## config.mk

```make
export PLATFORM = sky130hd
export DESIGN_NAME = lsu_top
export DESIGN_NICKNAME = d
export VERILOG_FILES = /design/src/lsu_pkg.sv /design/src/store_align.sv /design/src/store_buffer.sv /design/src/lsu_control.sv /design/src/load_align.sv /design/src/lsu_top.sv
export SDC_FILE = /design/constraint.sdc
export NUM_CORES = 1
export LEC_CHECK = 0
export BUFFER_PORTS_ARGS = -buffer_cell sky130_fd_sc_hd__buf_2
export CAP_MARGIN = 25
export CORE_UTILIZATION = 40
export CTS_CLUSTER_SIZE = 24
export DETAILED_ROUTE_END_ITERATION = 8
export GPL_TIMING_DRIVEN = 0
export SKIP_CTS_REPAIR_TIMING = 1
export SYNTH_ARGS = -nofsm -noshare
export SYNTH_HDL_FRONTEND = slang
export SYNTH_HIERARCHICAL = 1
export SYNTH_SLANG_ARGS = --single-unit
```

## constraint.sdc

```tcl
create_clock -name clock -period 12.2 [get_ports clock]
set_input_delay 0.61 -clock clock [delete_from_list [all_inputs] [get_ports clock]]
set_output_delay 0.61 -clock clock [all_outputs]
set_load 0.02 [all_outputs]
```

## src/lsu_pkg.sv

```systemverilog
/*
 * Shared definitions for the MIPS load/store unit.
 * Opcode encodings, bus widths and store buffer sizing.
 */

package lsu_pkg;

   // ------------------------------
   // Opcodes, MIPS major opcode field
   // ------------------------------
   typedef enum logic [5:0] {
      // Loads live in 6'b100xxx
      op_lb  = 6'h20,
      op_lh  = 6'h21,
      op_lwl = 6'h22,
      op_lw  = 6'h23,
      op_lbu = 6'h24,
      op_lhu = 6'h25,
      op_lwr = 6'h26,
      // Stores live in 6'b101xxx
      op_sb  = 6'h28,
      op_sh  = 6'h29,
      op_swl = 6'h2A,
      op_sw  = 6'h2B,
      op_swr = 6'h2E
   } mem_op_e;

   // ------------------------------
   // Widths
   // ------------------------------
   localparam int ADDR_W      = 32;
   localparam int WORD_ADDR_W = 30;
   localparam int DATA_W      = 32;
   localparam int BE_W        = 4;

   // Store buffer has 2**SB_DEPTH_BITS slots, one always left free
   localparam int SB_DEPTH_BITS = 3;

   // ------------------------------
   // Simulation environment constants
   // ------------------------------
   localparam int          MEM_WORDS         = 1024;
   localparam int          READ_LATENCY      = 2;
   localparam logic [31:0] LFSR_SEED         = 32'hb870_4b4d;
   localparam int          TIMEOUT_PER_ENTRY = 200;

endpackage

```

## src/store_align.sv

```systemverilog
/*
 * Store formatting, big-endian.
 * Rotates the register value into byte lane position and
 * builds the byte enables for SW, SH, SB, SWL and SWR.
 */

`timescale 1ns/1ps

module store_align (
   input  lsu_pkg::mem_op_e            op,
   input  logic [1:0]                  byte_offset,
   input  logic [lsu_pkg::DATA_W-1:0]  rt_val,
   output logic [lsu_pkg::DATA_W-1:0]  store_data,
   output logic [lsu_pkg::BE_W-1:0]    store_byteena
);
   import lsu_pkg::*;

   logic [1:0]          rot_delta;
   logic [1:0]          rotation;
   logic [2*DATA_W-1:0] doubled;

   // Extra rotation on top of the address offset
   always_comb begin
      case (op)
         op_sh:   rot_delta = 2'd2;
         op_sb:   rot_delta = 2'd1;
         op_swr:  rot_delta = 2'd1;
         default: rot_delta = 2'd0;
      endcase
   end

   // Wraps modulo 4 by width
   assign rotation = byte_offset + rot_delta;

   // Byte-wise right rotate through a doubled copy
   assign doubled    = {rt_val, rt_val};
   assign store_data = doubled[rotation*8 +: DATA_W];

   // ------------------------------
   // Byte enables, bit 3 is byte 0
   // ------------------------------
   always_comb begin
      case (op)
         op_sw:   store_byteena = 4'hF;
         // Upper pair at offset 0, lower pair at offset 2
         op_sh:   store_byteena = byte_offset[1] ? 4'h3 : 4'hC;
         op_sb:   store_byteena = 4'h8 >> byte_offset;
         // Left part runs from offset to end of word
         op_swl:  store_byteena = 4'hF >> byte_offset;
         // Right part runs from start of word to offset
         op_swr:  store_byteena = 4'hF << ~byte_offset;
         default: store_byteena = 4'h0;
      endcase
   end

endmodule

```

## src/store_buffer.sv

```systemverilog
/*
 * Store buffer.
 * Circular queue of pending word stores waiting for the memory bus.
 */

`timescale 1ns/1ps

module store_buffer (
   input  logic                              clock,
   input  logic                              arst_n,
   input  logic                              push,
   input  logic [lsu_pkg::WORD_ADDR_W-1:0]   push_address,
   input  logic [lsu_pkg::DATA_W-1:0]        push_data,
   input  logic [lsu_pkg::BE_W-1:0]          push_byteena,
   input  logic                              pop,
   output logic                              full,
   output logic                              empty,
   output logic [lsu_pkg::WORD_ADDR_W-1:0]   head_address,
   output logic [lsu_pkg::DATA_W-1:0]        head_data,
   output logic [lsu_pkg::BE_W-1:0]          head_byteena
);
   import lsu_pkg::*;

   localparam int SLOTS = 1 << SB_DEPTH_BITS;

   // Entry storage
   logic [WORD_ADDR_W-1:0] addr_mem [SLOTS];
   logic [DATA_W-1:0]      data_mem [SLOTS];
   logic [BE_W-1:0]        be_mem   [SLOTS];

   // Pointers wrap naturally at the slot count
   logic [SB_DEPTH_BITS-1:0] wp;
   logic [SB_DEPTH_BITS-1:0] rp;
   logic [SB_DEPTH_BITS-1:0] wp_next;

   assign wp_next = wp + 1'b1;

   // Full keeps one slot free so full and empty stay distinct
   assign full  = (wp_next == rp);
   assign empty = (wp == rp);

   // ------------------------------
   // Pointer update
   // ------------------------------
   always_ff @(posedge clock or negedge arst_n) begin
      if (!arst_n) begin
         wp <= '0;
         rp <= '0;
      end else begin
         if (push && !full)
            wp <= wp_next;
         if (pop && !empty)
            rp <= rp + 1'b1;
      end
   end

   // Entry write, visible at the head from the next cycle
   always_ff @(posedge clock) begin
      if (push && !full) begin
         addr_mem[wp] <= push_address;
         data_mem[wp] <= push_data;
         be_mem[wp]   <= push_byteena;
      end
   end

   // Oldest entry
   assign head_address = addr_mem[rp];
   assign head_data    = data_mem[rp];
   assign head_byteena = be_mem[rp];

endmodule

```

## src/lsu_control.sv

```systemverilog
/*
 * Load/store control and memory bus master.
 * Accepts requests, drains the store buffer and issues
 * the single outstanding load once the buffer is empty.
 */

`timescale 1ns/1ps

module lsu_control (
   input  logic                              clock,
   input  logic                              arst_n,
   input  logic                              req_valid,
   input  lsu_pkg::mem_op_e                  req_op,
   input  logic                              full,
   input  logic                              empty,
   input  logic [lsu_pkg::WORD_ADDR_W-1:0]   head_address,
   input  logic [lsu_pkg::DATA_W-1:0]        head_data,
   input  logic [lsu_pkg::BE_W-1:0]          head_byteena,
   input  logic [lsu_pkg::ADDR_W-1:0]        req_address,
   input  logic                              mem_waitrequest,
   input  logic                              mem_readdatavalid,
   output logic                              req_ready,
   output logic                              push,
   output logic                              pop,
   output logic                              load_start,
   output logic [lsu_pkg::WORD_ADDR_W-1:0]   mem_address,
   output logic                              mem_read,
   output logic                              mem_write,
   output logic [lsu_pkg::DATA_W-1:0]        mem_writedata,
   output logic [lsu_pkg::BE_W-1:0]          mem_byteena
);
   import lsu_pkg::*;

   logic                   is_load;
   logic                   is_store;
   logic                   accept;
   logic                   load_pending;
   logic                   load_waiting;
   logic                   bus_free;
   logic                   issue_read;
   logic [WORD_ADDR_W-1:0] load_address;

   // Opcode class
   always_comb begin
      is_load  = 1'b0;
      is_store = 1'b0;
      case (req_op)
         op_lb, op_lh, op_lwl, op_lw, op_lbu, op_lhu, op_lwr: is_load  = 1'b1;
         op_sb, op_sh, op_swl, op_sw, op_swr:                 is_store = 1'b1;
         default: ;
      endcase
   end

   // Back-pressure while a load is in flight or the buffer is full
   assign req_ready  = !load_pending && !full;
   assign accept     = req_valid && req_ready;
   assign push       = accept && is_store;
   assign load_start = accept && is_load;

   // ------------------------------
   // Bus arbitration
   // ------------------------------
   // Command register can take a new command when idle or just taken
   assign bus_free   = !(mem_read || mem_write) || !mem_waitrequest;
   // Stores go first, the load only sees an empty buffer
   assign pop        = bus_free && !empty;
   assign issue_read = bus_free && empty && load_waiting;

   always_ff @(posedge clock or negedge arst_n) begin
      if (!arst_n) begin
         load_pending <= 1'b0;
         load_waiting <= 1'b0;
         mem_read     <= 1'b0;
         mem_write    <= 1'b0;
      end else begin
         if (bus_free) begin
            mem_read  <= issue_read;
            mem_write <= pop;
         end
         if (load_start) begin
            load_pending <= 1'b1;
            load_waiting <= 1'b1;
         end
         if (issue_read)
            load_waiting <= 1'b0;
         // Outstanding until the data word comes back
         if (mem_readdatavalid)
            load_pending <= 1'b0;
      end
   end

   // Command payload
   always_ff @(posedge clock) begin
      if (load_start)
         load_address <= req_address[ADDR_W-1:2];
      if (pop) begin
         mem_address   <= head_address;
         mem_writedata <= head_data;
         mem_byteena   <= head_byteena;
      end else if (issue_read) begin
         mem_address <= load_address;
         mem_byteena <= 4'hF;
      end
   end

endmodule

```

## src/load_align.sv

```systemverilog
/*
 * Load extraction, big-endian.
 * Selects and extends the loaded bytes and merges LWL/LWR
 * with the target register, then registers the result.
 */

`timescale 1ns/1ps

module load_align (
   input  logic                        clock,
   input  logic                        arst_n,
   input  logic                        load_start,
   input  lsu_pkg::mem_op_e            op,
   input  logic [1:0]                  byte_offset,
   input  logic [lsu_pkg::DATA_W-1:0]  rt_val,
   input  logic [lsu_pkg::DATA_W-1:0]  mem_readdata,
   input  logic                        mem_readdatavalid,
   output logic [lsu_pkg::DATA_W-1:0]  load_res,
   output logic                        resp_valid
);
   import lsu_pkg::*;

   // Load context held while the read is in flight
   mem_op_e     ld_op;
   logic [1:0]  ld_offset;
   logic [DATA_W-1:0] ld_rt;

   logic [DATA_W-1:0] result;
   logic [7:0] aa, bb, cc, dd;
   logic [7:0] ta, tb, tc, td;
   logic [7:0] sa, sb, sc, sd;

   always_ff @(posedge clock) begin
      if (load_start) begin
         ld_op     <= op;
         ld_offset <= byte_offset;
         ld_rt     <= rt_val;
      end
   end

   // Memory bytes, aa at the lowest address
   assign {aa, bb, cc, dd} = mem_readdata;
   // Target register bytes
   assign {ta, tb, tc, td} = ld_rt;
   // Sign fill per byte
   assign sa = {8{aa[7]}};
   assign sb = {8{bb[7]}};
   assign sc = {8{cc[7]}};
   assign sd = {8{dd[7]}};

   // ------------------------------
   // Extraction network
   // ------------------------------
   always_comb begin
      case (ld_op)
         op_lh:  result = ld_offset[1] ? {sc, sc, cc, dd} : {sa, sa, aa, bb};
         op_lhu: result = ld_offset[1] ? {16'h0, cc, dd}  : {16'h0, aa, bb};
         op_lb:
            case (ld_offset)
               2'd0:    result = {sa, sa, sa, aa};
               2'd1:    result = {sb, sb, sb, bb};
               2'd2:    result = {sc, sc, sc, cc};
               default: result = {sd, sd, sd, dd};
            endcase
         op_lbu:
            case (ld_offset)
               2'd0:    result = {24'h0, aa};
               2'd1:    result = {24'h0, bb};
               2'd2:    result = {24'h0, cc};
               default: result = {24'h0, dd};
            endcase
         // Memory bytes fill from the top, register keeps the rest
         op_lwl:
            case (ld_offset)
               2'd0:    result = {aa, bb, cc, dd};
               2'd1:    result = {bb, cc, dd, td};
               2'd2:    result = {cc, dd, tc, td};
               default: result = {dd, tb, tc, td};
            endcase
         // Memory bytes fill from the bottom
         op_lwr:
            case (ld_offset)
               2'd0:    result = {ta, tb, tc, aa};
               2'd1:    result = {ta, tb, aa, bb};
               2'd2:    result = {ta, aa, bb, cc};
               default: result = {aa, bb, cc, dd};
            endcase
         default: result = mem_readdata;
      endcase
   end

   always_ff @(posedge clock) begin
      if (mem_readdatavalid)
         load_res <= result;
   end

   // One pulse per returned word
   always_ff @(posedge clock or negedge arst_n) begin
      if (!arst_n)
         resp_valid <= 1'b0;
      else
         resp_valid <= mem_readdatavalid;
   end

endmodule

```

## src/lsu_top.sv

```systemverilog
/*
 * MIPS load/store unit top level.
 * Request port in, load responses out, word bus to memory.
 */

`timescale 1ns/1ps

module lsu_top (
   input  logic                              clock,
   input  logic                              arst_n,
   // Request port
   input  logic                              req_valid,
   output logic                              req_ready,
   input  lsu_pkg::mem_op_e                  req_op,
   input  logic [lsu_pkg::ADDR_W-1:0]        req_address,
   input  logic [lsu_pkg::DATA_W-1:0]        req_rt_val,
   // Response port
   output logic                              resp_valid,
   output logic [lsu_pkg::DATA_W-1:0]        load_res,
   // Memory bus
   output logic [lsu_pkg::WORD_ADDR_W-1:0]   mem_address,
   output logic                              mem_read,
   output logic                              mem_write,
   output logic [lsu_pkg::DATA_W-1:0]        mem_writedata,
   output logic [lsu_pkg::BE_W-1:0]          mem_byteena,
   input  logic                              mem_waitrequest,
   input  logic [lsu_pkg::DATA_W-1:0]        mem_readdata,
   input  logic                              mem_readdatavalid
);
   import lsu_pkg::*;

   // ------------------------------
   // Internal wiring
   // ------------------------------
   logic [DATA_W-1:0]      store_data;
   logic [BE_W-1:0]        store_byteena;
   logic                   push, pop, full, empty;
   logic                   load_start;
   logic [WORD_ADDR_W-1:0] head_address;
   logic [DATA_W-1:0]      head_data;
   logic [BE_W-1:0]        head_byteena;

   store_align u_store_align (
      .op (req_op), .byte_offset (req_address[1:0]), .rt_val (req_rt_val),
      .store_data (store_data), .store_byteena (store_byteena)
   );

   // Buffer holds word addresses only
   store_buffer u_store_buffer (
      .clock (clock), .arst_n (arst_n),
      .push (push), .push_address (req_address[ADDR_W-1:2]),
      .push_data (store_data), .push_byteena (store_byteena), .pop (pop),
      .full (full), .empty (empty), .head_address (head_address),
      .head_data (head_data), .head_byteena (head_byteena)
   );

   lsu_control u_lsu_control (
      .clock (clock), .arst_n (arst_n), .req_valid (req_valid), .req_op (req_op),
      .full (full), .empty (empty), .head_address (head_address),
      .head_data (head_data), .head_byteena (head_byteena),
      .req_address (req_address), .mem_waitrequest (mem_waitrequest),
      .mem_readdatavalid (mem_readdatavalid), .req_ready (req_ready),
      .push (push), .pop (pop), .load_start (load_start),
      .mem_address (mem_address), .mem_read (mem_read), .mem_write (mem_write),
      .mem_writedata (mem_writedata), .mem_byteena (mem_byteena)
   );

   load_align u_load_align (
      .clock (clock), .arst_n (arst_n), .load_start (load_start),
      .op (req_op), .byte_offset (req_address[1:0]), .rt_val (req_rt_val),
      .mem_readdata (mem_readdata), .mem_readdatavalid (mem_readdatavalid),
      .load_res (load_res), .resp_valid (resp_valid)
   );

endmodule

```

==> results of run 1 <==
==> layer usage <==
layer / part of all wire, % / wire length, um / GRT usage, % / vias up
li1: - / - / - / 6428
met3: 4.6 / 3085 / 2.987 / 100
met5: 0.081 / 54 / 0 / -
met4: 2.0 / 1339 / 5.129 / 8
met1: 43 / 29010 / 24.32 / 7674
met2: 50 / 33550 / 30.88 / 459
==> cell type report <==
type                    instances  share of cell area, %
diodes                          3                0.02201
plain buffers                  75                  1.262
clock buffers                  91                  5.740
clock inverters                45                  1.394
inverters                       9                 0.1064
multi-input cells             569                  20.89
flip-flops and latches        707                  62.07
well taps                     940                  3.448
repair buffers                275                  5.065
==> flip-flops by register name, summed over array words and instances, names as in the netlist, 2 cells and up <==
signal and cells:
u_store_buffer/data_mem 256, u_store_buffer/addr_mem 240, u_load_align/ld_rt 32, u_load_align/load_res 32, u_lsu_control/mem_writedata 32, u_store_buffer/be_mem 32
u_lsu_control/load_address 30, u_lsu_control/mem_address 30, u_load_align/ld_op 6, u_lsu_control/mem_byteena 4, u_store_buffer/rp 3, u_store_buffer/wp 3
u_load_align/ld_offset 2
==> logic make-up after synthesis <==
| logic type | count (synthesis) |
|---|---|
| flops | 707 |
| mux | 350 |
| simple gates | 103 |
| compound gates | 100 |
| buf+inv | 84 |
| xor+xnor | 13 |
| fa+ha+maj | 3 |
==> path summary, 6_finish.rpt <==
check	cells past startpoint	startpoint	slack, ps	endpoint
setup / recovery	11	u_store_buffer/wp[0]$_DFFE_PN0P_	8140	u_store_buffer/addr_mem[6][24]$_DFFE_PP_
hold / removal	1	req_rt_val[26]	220	u_load_align/ld_rt[26]$_DFFE_PP_
setup reg to reg	11	u_store_buffer/wp[0]$_DFFE_PN0P_	8140	u_store_buffer/addr_mem[6][24]$_DFFE_PP_
hold reg to reg	1	u_lsu_control/load_waiting$_DFFE_PN0P_	530	u_lsu_control/load_waiting$_DFFE_PN0P_
max in group asynchronous	2	arst_n	11520	u_store_buffer/wp[1]$_DFFE_PN0P_
min in group asynchronous	2	arst_n	440	u_store_buffer/rp[2]$_DFFE_PN0P_
==> worst max-delay path, cell delays in order (launching register included) <==
cell,delay [ps]
dfrtp_1,410
ha_1,340
xor2_1,390
nor3_1,210
nor4_1,290
and3_1,340
o31ai_4,230
nor3_2,790
buf_6,260
buf_6,170
buf_6,160
buf_8,150
==> Yosys cell counts, drive strengths merged, types with 7 or more instances <==
library cell / number / share of area, %
mux4: 148 / 12
a22o: 8 / 0.24
nand4: 8 / 0.17
inv: 9 / 0.12
o21ai: 12 / 0.21
mux2: 109 / 4.3
o22a: 15 / 0.46
clkbuf: 25 / 0.33
a22oi: 7 / 0.18
dfrtp: 11 / 0.96
a21oi: 13 / 0.27
nand2: 31 / 0.41
nor2: 22 / 0.31
o22ai: 11 / 0.24
buf: 50 / 1.2
mux2i: 93 / 3.2
edfxtp: 696 / 73
==> stage by stage <==
step,TNS [ps],total power [W],setup WS [ps],hold slack [ps]
after CTS,0,0.007337,8041,-129.1
after global routing,0,0.007519,7933,204.8
after global placement,-1205450,0.005041,-4967,510.2
after floorplan,0,0.004421,2942,314.4
after detailed placement,0,0.005082,8066,507.3
final,0,0.007227,8135,217.7
==> report_power, final <==
| group | internal (W) | switching, W | total [W] |
|---|---|---|---|
| clock | 0.00132 | 0.000920 | 0.00224 |
| sequential | 0.00295 | 0.0000621 | 0.00302 |
| combinational | 0.000879 | 0.00109 | 0.00197 |
==> reports/qor.yml, run 1 <==
postSynthAreaPerCell_um2: 21.11
pin_count: 209
drv_slew: 0
vias: 14670
drt_iter0_drc: 1198
grt-ovfl-total: 0
synth-adder-area-share_pct: 0.1308
max-cap-violations: 0
cts-root-buf: "clkbuf_16"
fp.coreArea_um2: 70510
synth.ff_latch_count: 707
critPathKind: "register to register"
setup_viol: 0
dr.pass1.iters: 5
rows: 97
regArea_um2: 21180
ys.flop_type: "edfxtp_1"
yosys.area_share.simple_pct: 2.075
avgRoutedWirePerCell_um: 24.70
clockBufferDepth: 3
synthXorXnorAreaFrac_pct: 0.5012
route.detailed.drc: 0
muxShareOfSynthArea_pct: 19.14
fill_cells: 5781
fmax_ghz: 0.2460
cp.arrival_ps: 4370
synth_cells: 1360
die_h_um: 269.9
grt_usage_pct: 18.25
path_max_fanout: 10
placedCellCount: 2573
ys_seq_area_share_pct: 73.77
synth_edf_count: 696
die-width_um: 269.9
max_slew_margin_pct: 24.23
max_slew.worst_pin.slew_ps: 1137
drive_gt1_share_pct: 39.98
antenna_left: 0
fin_crit_sh_pct: 33.32
finalNonFillerCells: 2714
yosys_warnings: 6
grt_pass1_wl_um: 98610
multi_input_area_um2: 7127
cts.sink_count: 707
nNetsFinal: 1822
status: "finished, final reports clean"
most-common-layout-cells: "696 x edfxtp_1, 241 x buf_2, 148 x mux4_2"
async_flop_share_pct: 1.556
clk_latency_ps: 610
worstPathRequired_ps: 12510
grt_pass1_vias: 15120
final_common_cell: "edfxtp_1"
rsz0062_at_grt: "false"
syn_to_final_growth_pct: 18.84
finish.utilization_pct: 48.38
power_density_nw_per_um2: 211.8
via_per_inst: 5.405
dpl.hpwl_um: 46710
netlist-cell-type-count: 70
worstSetupEndpointType: "register"
fin_crit_ps: 4065
leakage_nw: 11.63
fin_skew_ps: 25.04
cts_buffers: 75
place.gp.congestion: 0.8985
syn_nets: 1470
synth_top_family_by_area: "multiplexers"
min_path_type: "primary input to register"
tritoncts: "done"
final-hold-violation-count: 0
vdd_drop_max_uv: 104.4
synth_compound_gate_area_share_pct: 2.768
clkTransAtPathRegs_ps: 60
fin_area_um2: 34110
antenna_found_initial: 7
initial_utilization_pct: 40.71
portBuffers: 208
h-tree-depth: 3
totalWireLength_um: 67040
place_area_um2: 31660
critPathLaunchType: "register"
die_area_um2: 72840
grt_max_degree: 44
netlist_area_um2: 28710
No activity file was read; power rests on OpenSTA's default activity.
==> run 2: changes to the inputs <==
Clock period 12.2 ns to 4 ns, I/O delays scaled along.
==> run 2 against run 1 <==
  * The run now ends with hold timing left
  * Critical endpoint is now u_store_buffer/addr_mem[2][21]$_DFFE_PP_
  * Non-clock buffer count is 63 higher
  * Highest routed layer unchanged
  * Clock-buffer cell count is 2 lower
  * Clock skew is 2.5 ps lower
  * Largest power group unchanged
==> reports/qor.yml, run 2 (same netlist as run 1, synthesis figures left out) <==
setup_viol: 0  # unchanged
drive_gt1_share_pct: 37.62  # -2.4 points
r2r_end: "u_store_buffer/addr_mem[2][21]$_DFFE_PP_"
fill_cells: 5723  # -1.0%
grt_max_degree: 44  # unchanged
critPathKind: "register to register"
die_area_um2: 72840  # unchanged
place_area_um2: 31720  # +0.22%
fin_crit_ps: 3786  # -278.5 ps
dpl.hpwl_um: 45700  # -2.2%
nNetsFinal: 1885  # +3.5%
most-common-layout-cells: "696 x edfxtp_1, 240 x buf_2, 148 x mux4_2"
power_density_nw_per_um2: 644.4  # +200%
top_layer: "met5"
clkTransAtPathRegs_ps: 60  # about the same
worstHoldPathCells: 3  # +2
grt_pass1_wl_um: 100400  # +1.8%
leakage_nw: 12.04  # +3.5%
clockBufferDepth: 3  # unchanged
max-cap-violations: 0  # unchanged
max_slew_margin_pct: 31.77  # +7.5 points
worstPathRequired_ps: 4330  # -8180 ps
syn_to_final_growth_pct: 22.86
fin_crit_sh_pct: 94.65  # +61 points
wl_met2_um: 34460  # +2.7%
whs_ps: -6.186  # -223.8 ps
tritoncts: "done"
die-width_um: 269.9  # unchanged
drt_iter0_drc: 1172  # -2.2%
totalWireLength_um: 68040  # +1.5%
total_power_w: 0.02273  # +210%
final.setup.worst_slack_ps: 213.8  # -7921 ps
clk_latency_ps: 610  # about the same
violations: "hold timing"
fin_area_um2: 35270  # +3.4%
critPathLaunchType: "register"
avgRoutedWirePerCell_um: 24.50  # -0.82%
cts_buffers: 75  # unchanged
route.detailed.drc: 0  # unchanged
finish.utilization_pct: 50.02  # +1.6 points
path_max_fanout: 10  # unchanged
reg2reg_slack_ps: 210  # -7920 ps
fmax_ghz: 0.2641  # +7.4%
holdCritStartpoint: "mem_readdata[15]"
antenna_found_initial: 1  # -6
r2r-start: "u_store_buffer/rp[0]$_DFFE_PN0P_"
initial_utilization_pct: 40.71  # unchanged
dp_slack_ps: 109.8  # -7956 ps
rows: 97  # unchanged
antenna_left: 0  # unchanged
cp_slowest_stage_delay_ps: 630  # -160 ps
crit_top_cell: "buf_8"
largest-register: "u_store_buffer/data_mem"
portBuffers: 208  # unchanged
cts-root-buf: "clkbuf_16"
diodes: 0  # -3
cp.arrival_ps: 4110  # -260 ps
cp.depth: 11  # unchanged
path_cells: "buf_2 > xnor2_1 > nor3_1 > nor4_1 > and3_1 > o31ai_4 > nor4b_4 > buf_8 > buf_6 > buf_8 > buf_8"
place.gp.congestion: 0.9151  # +1.8%
fin_skew_ps: 22.53  # -2.513 ps
critical-path-top-delay-family: "simple AND/OR/NAND/NOR gates"
grt_usage_pct: 18.59  # +0.34 points
via_per_inst: 5.376  # -0.54%
pin_count: 209  # unchanged
cp_num_buf_inv: 5  # +1
die_h_um: 269.9  # unchanged
drv_slew: 0  # unchanged
min_to: "u_load_align/load_res[15]$_DFFE_PP_"
cts.sink_count: 707  # unchanged
min_path_type: "primary input to register"
grt-ovfl-total: 0  # unchanged
dr.pass1.iters: 5  # unchanged
grt_pass1_vias: 15130  # +0.073%
status: "finished with violations"
drt-met1-wl_um: 29110  # +0.34%
rsz0062_at_grt: "false"
max_slew.worst_pin.slew_ps: 995.0  # -141.6 ps
worstSetupEndpointType: "register"
ff2ff_path_depth: 11  # unchanged
h-tree-depth: 3  # unchanged
largest_reg_flops: 256  # unchanged
fp.coreArea_um2: 70510  # unchanged
wl_met3_um: 3113  # +0.91%
reg_top3: "u_store_buffer/data_mem: 256 flops, u_store_buffer/addr_mem: 240 flops"
final_common_cell: "edfxtp_1"
vias: 14930  # +1.8%
final-hold-violation-count: 2  # +2
vdd_drop_max_uv: 346.8  # +230%
slowest_stage: "nor4b_4"
finalSetupTns_ps: 0  # unchanged
run 2: cell types whose count changed in the layout (fill, tap and decap cells not counted), moves of 5 or more:
| cell | previous run | this run |
|---|---|---|
| buf_16 | 2 | 8 |
| bufinv_16 | 8 | 14 |
| dlygate4sd3_1 | 1 | 88 |
| buf_6 | 26 | 31 |
| buf_8 | 1 | 9 |
| buf_4 | 44 | 5 |
run 2: routing by layer:
layer | GRT usage [%] | up-vias
li1 | - | 6552
met2 | 31.42 | 478
met1 | 24.97 | 7805
met3 | 3.254 | 92
met4 | 4.501 | 2
met5 | 0 | -
run 2: worst max-delay path by stage:
stage	startpoint	endpoint	slack (ps)
detailed placement	u_store_buffer/rp[0]$_DFFE_PN0P_	u_store_buffer/addr_mem[4][22]$_DFFE_PP_	110
global route	u_store_buffer/rp[0]$_DFFE_PN0P_	u_store_buffer/addr_mem[2][23]$_DFFE_PP_	40
finish	u_store_buffer/rp[0]$_DFFE_PN0P_	u_store_buffer/addr_mem[2][21]$_DFFE_PP_	210
CTS	u_store_buffer/rp[0]$_DFFE_PN0P_	u_store_buffer/addr_mem[4][16]$_DFFE_PP_	90
global placement	u_store_buffer/rp[0]$_DFFE_PN0P_	u_store_buffer/addr_mem[3][22]$_DFFE_PP_	-4410
floorplan	u_store_buffer/rp[2]$_DFFE_PN0P_	u_store_buffer/addr_mem[7][0]$_DFFE_PP_	-920
run 2: final cells by class:
class / instances / area, um2 / share of cell area (%)
clock buffer: 89 / 1972 / 5.591
inverter: 9 / 36.28 / 0.1029
multi-input combinational: 569 / 7199 / 20.41
clock inverter: 50 / 683.2 / 1.937
sequential: 707 / 21180 / 60.04
timing repair buffer: 338 / 2595 / 7.358
tap: 940 / 1176 / 3.335
buffer: 75 / 430.4 / 1.220
run 2: tightest hold or removal path, cell delays in order:
cell     delay [ps]
buf_2           130
nand2_1          60
nand4_1          90
run 2: where the power goes:
group          total, W  internal [W]  switching [W]
registers       0.00921       0.00901       0.000198
logic           0.00617       0.00277        0.00340
clock network   0.00734       0.00447        0.00288
run 2: metrics by stage:
stage	hold WS, ps	cells
global placement	100.2	2508
CTS	-553.2	2688
global route	2.228	2777
finish	-6.186	2777
detailed placement	104.1	2549
floorplan	-95.59	1360
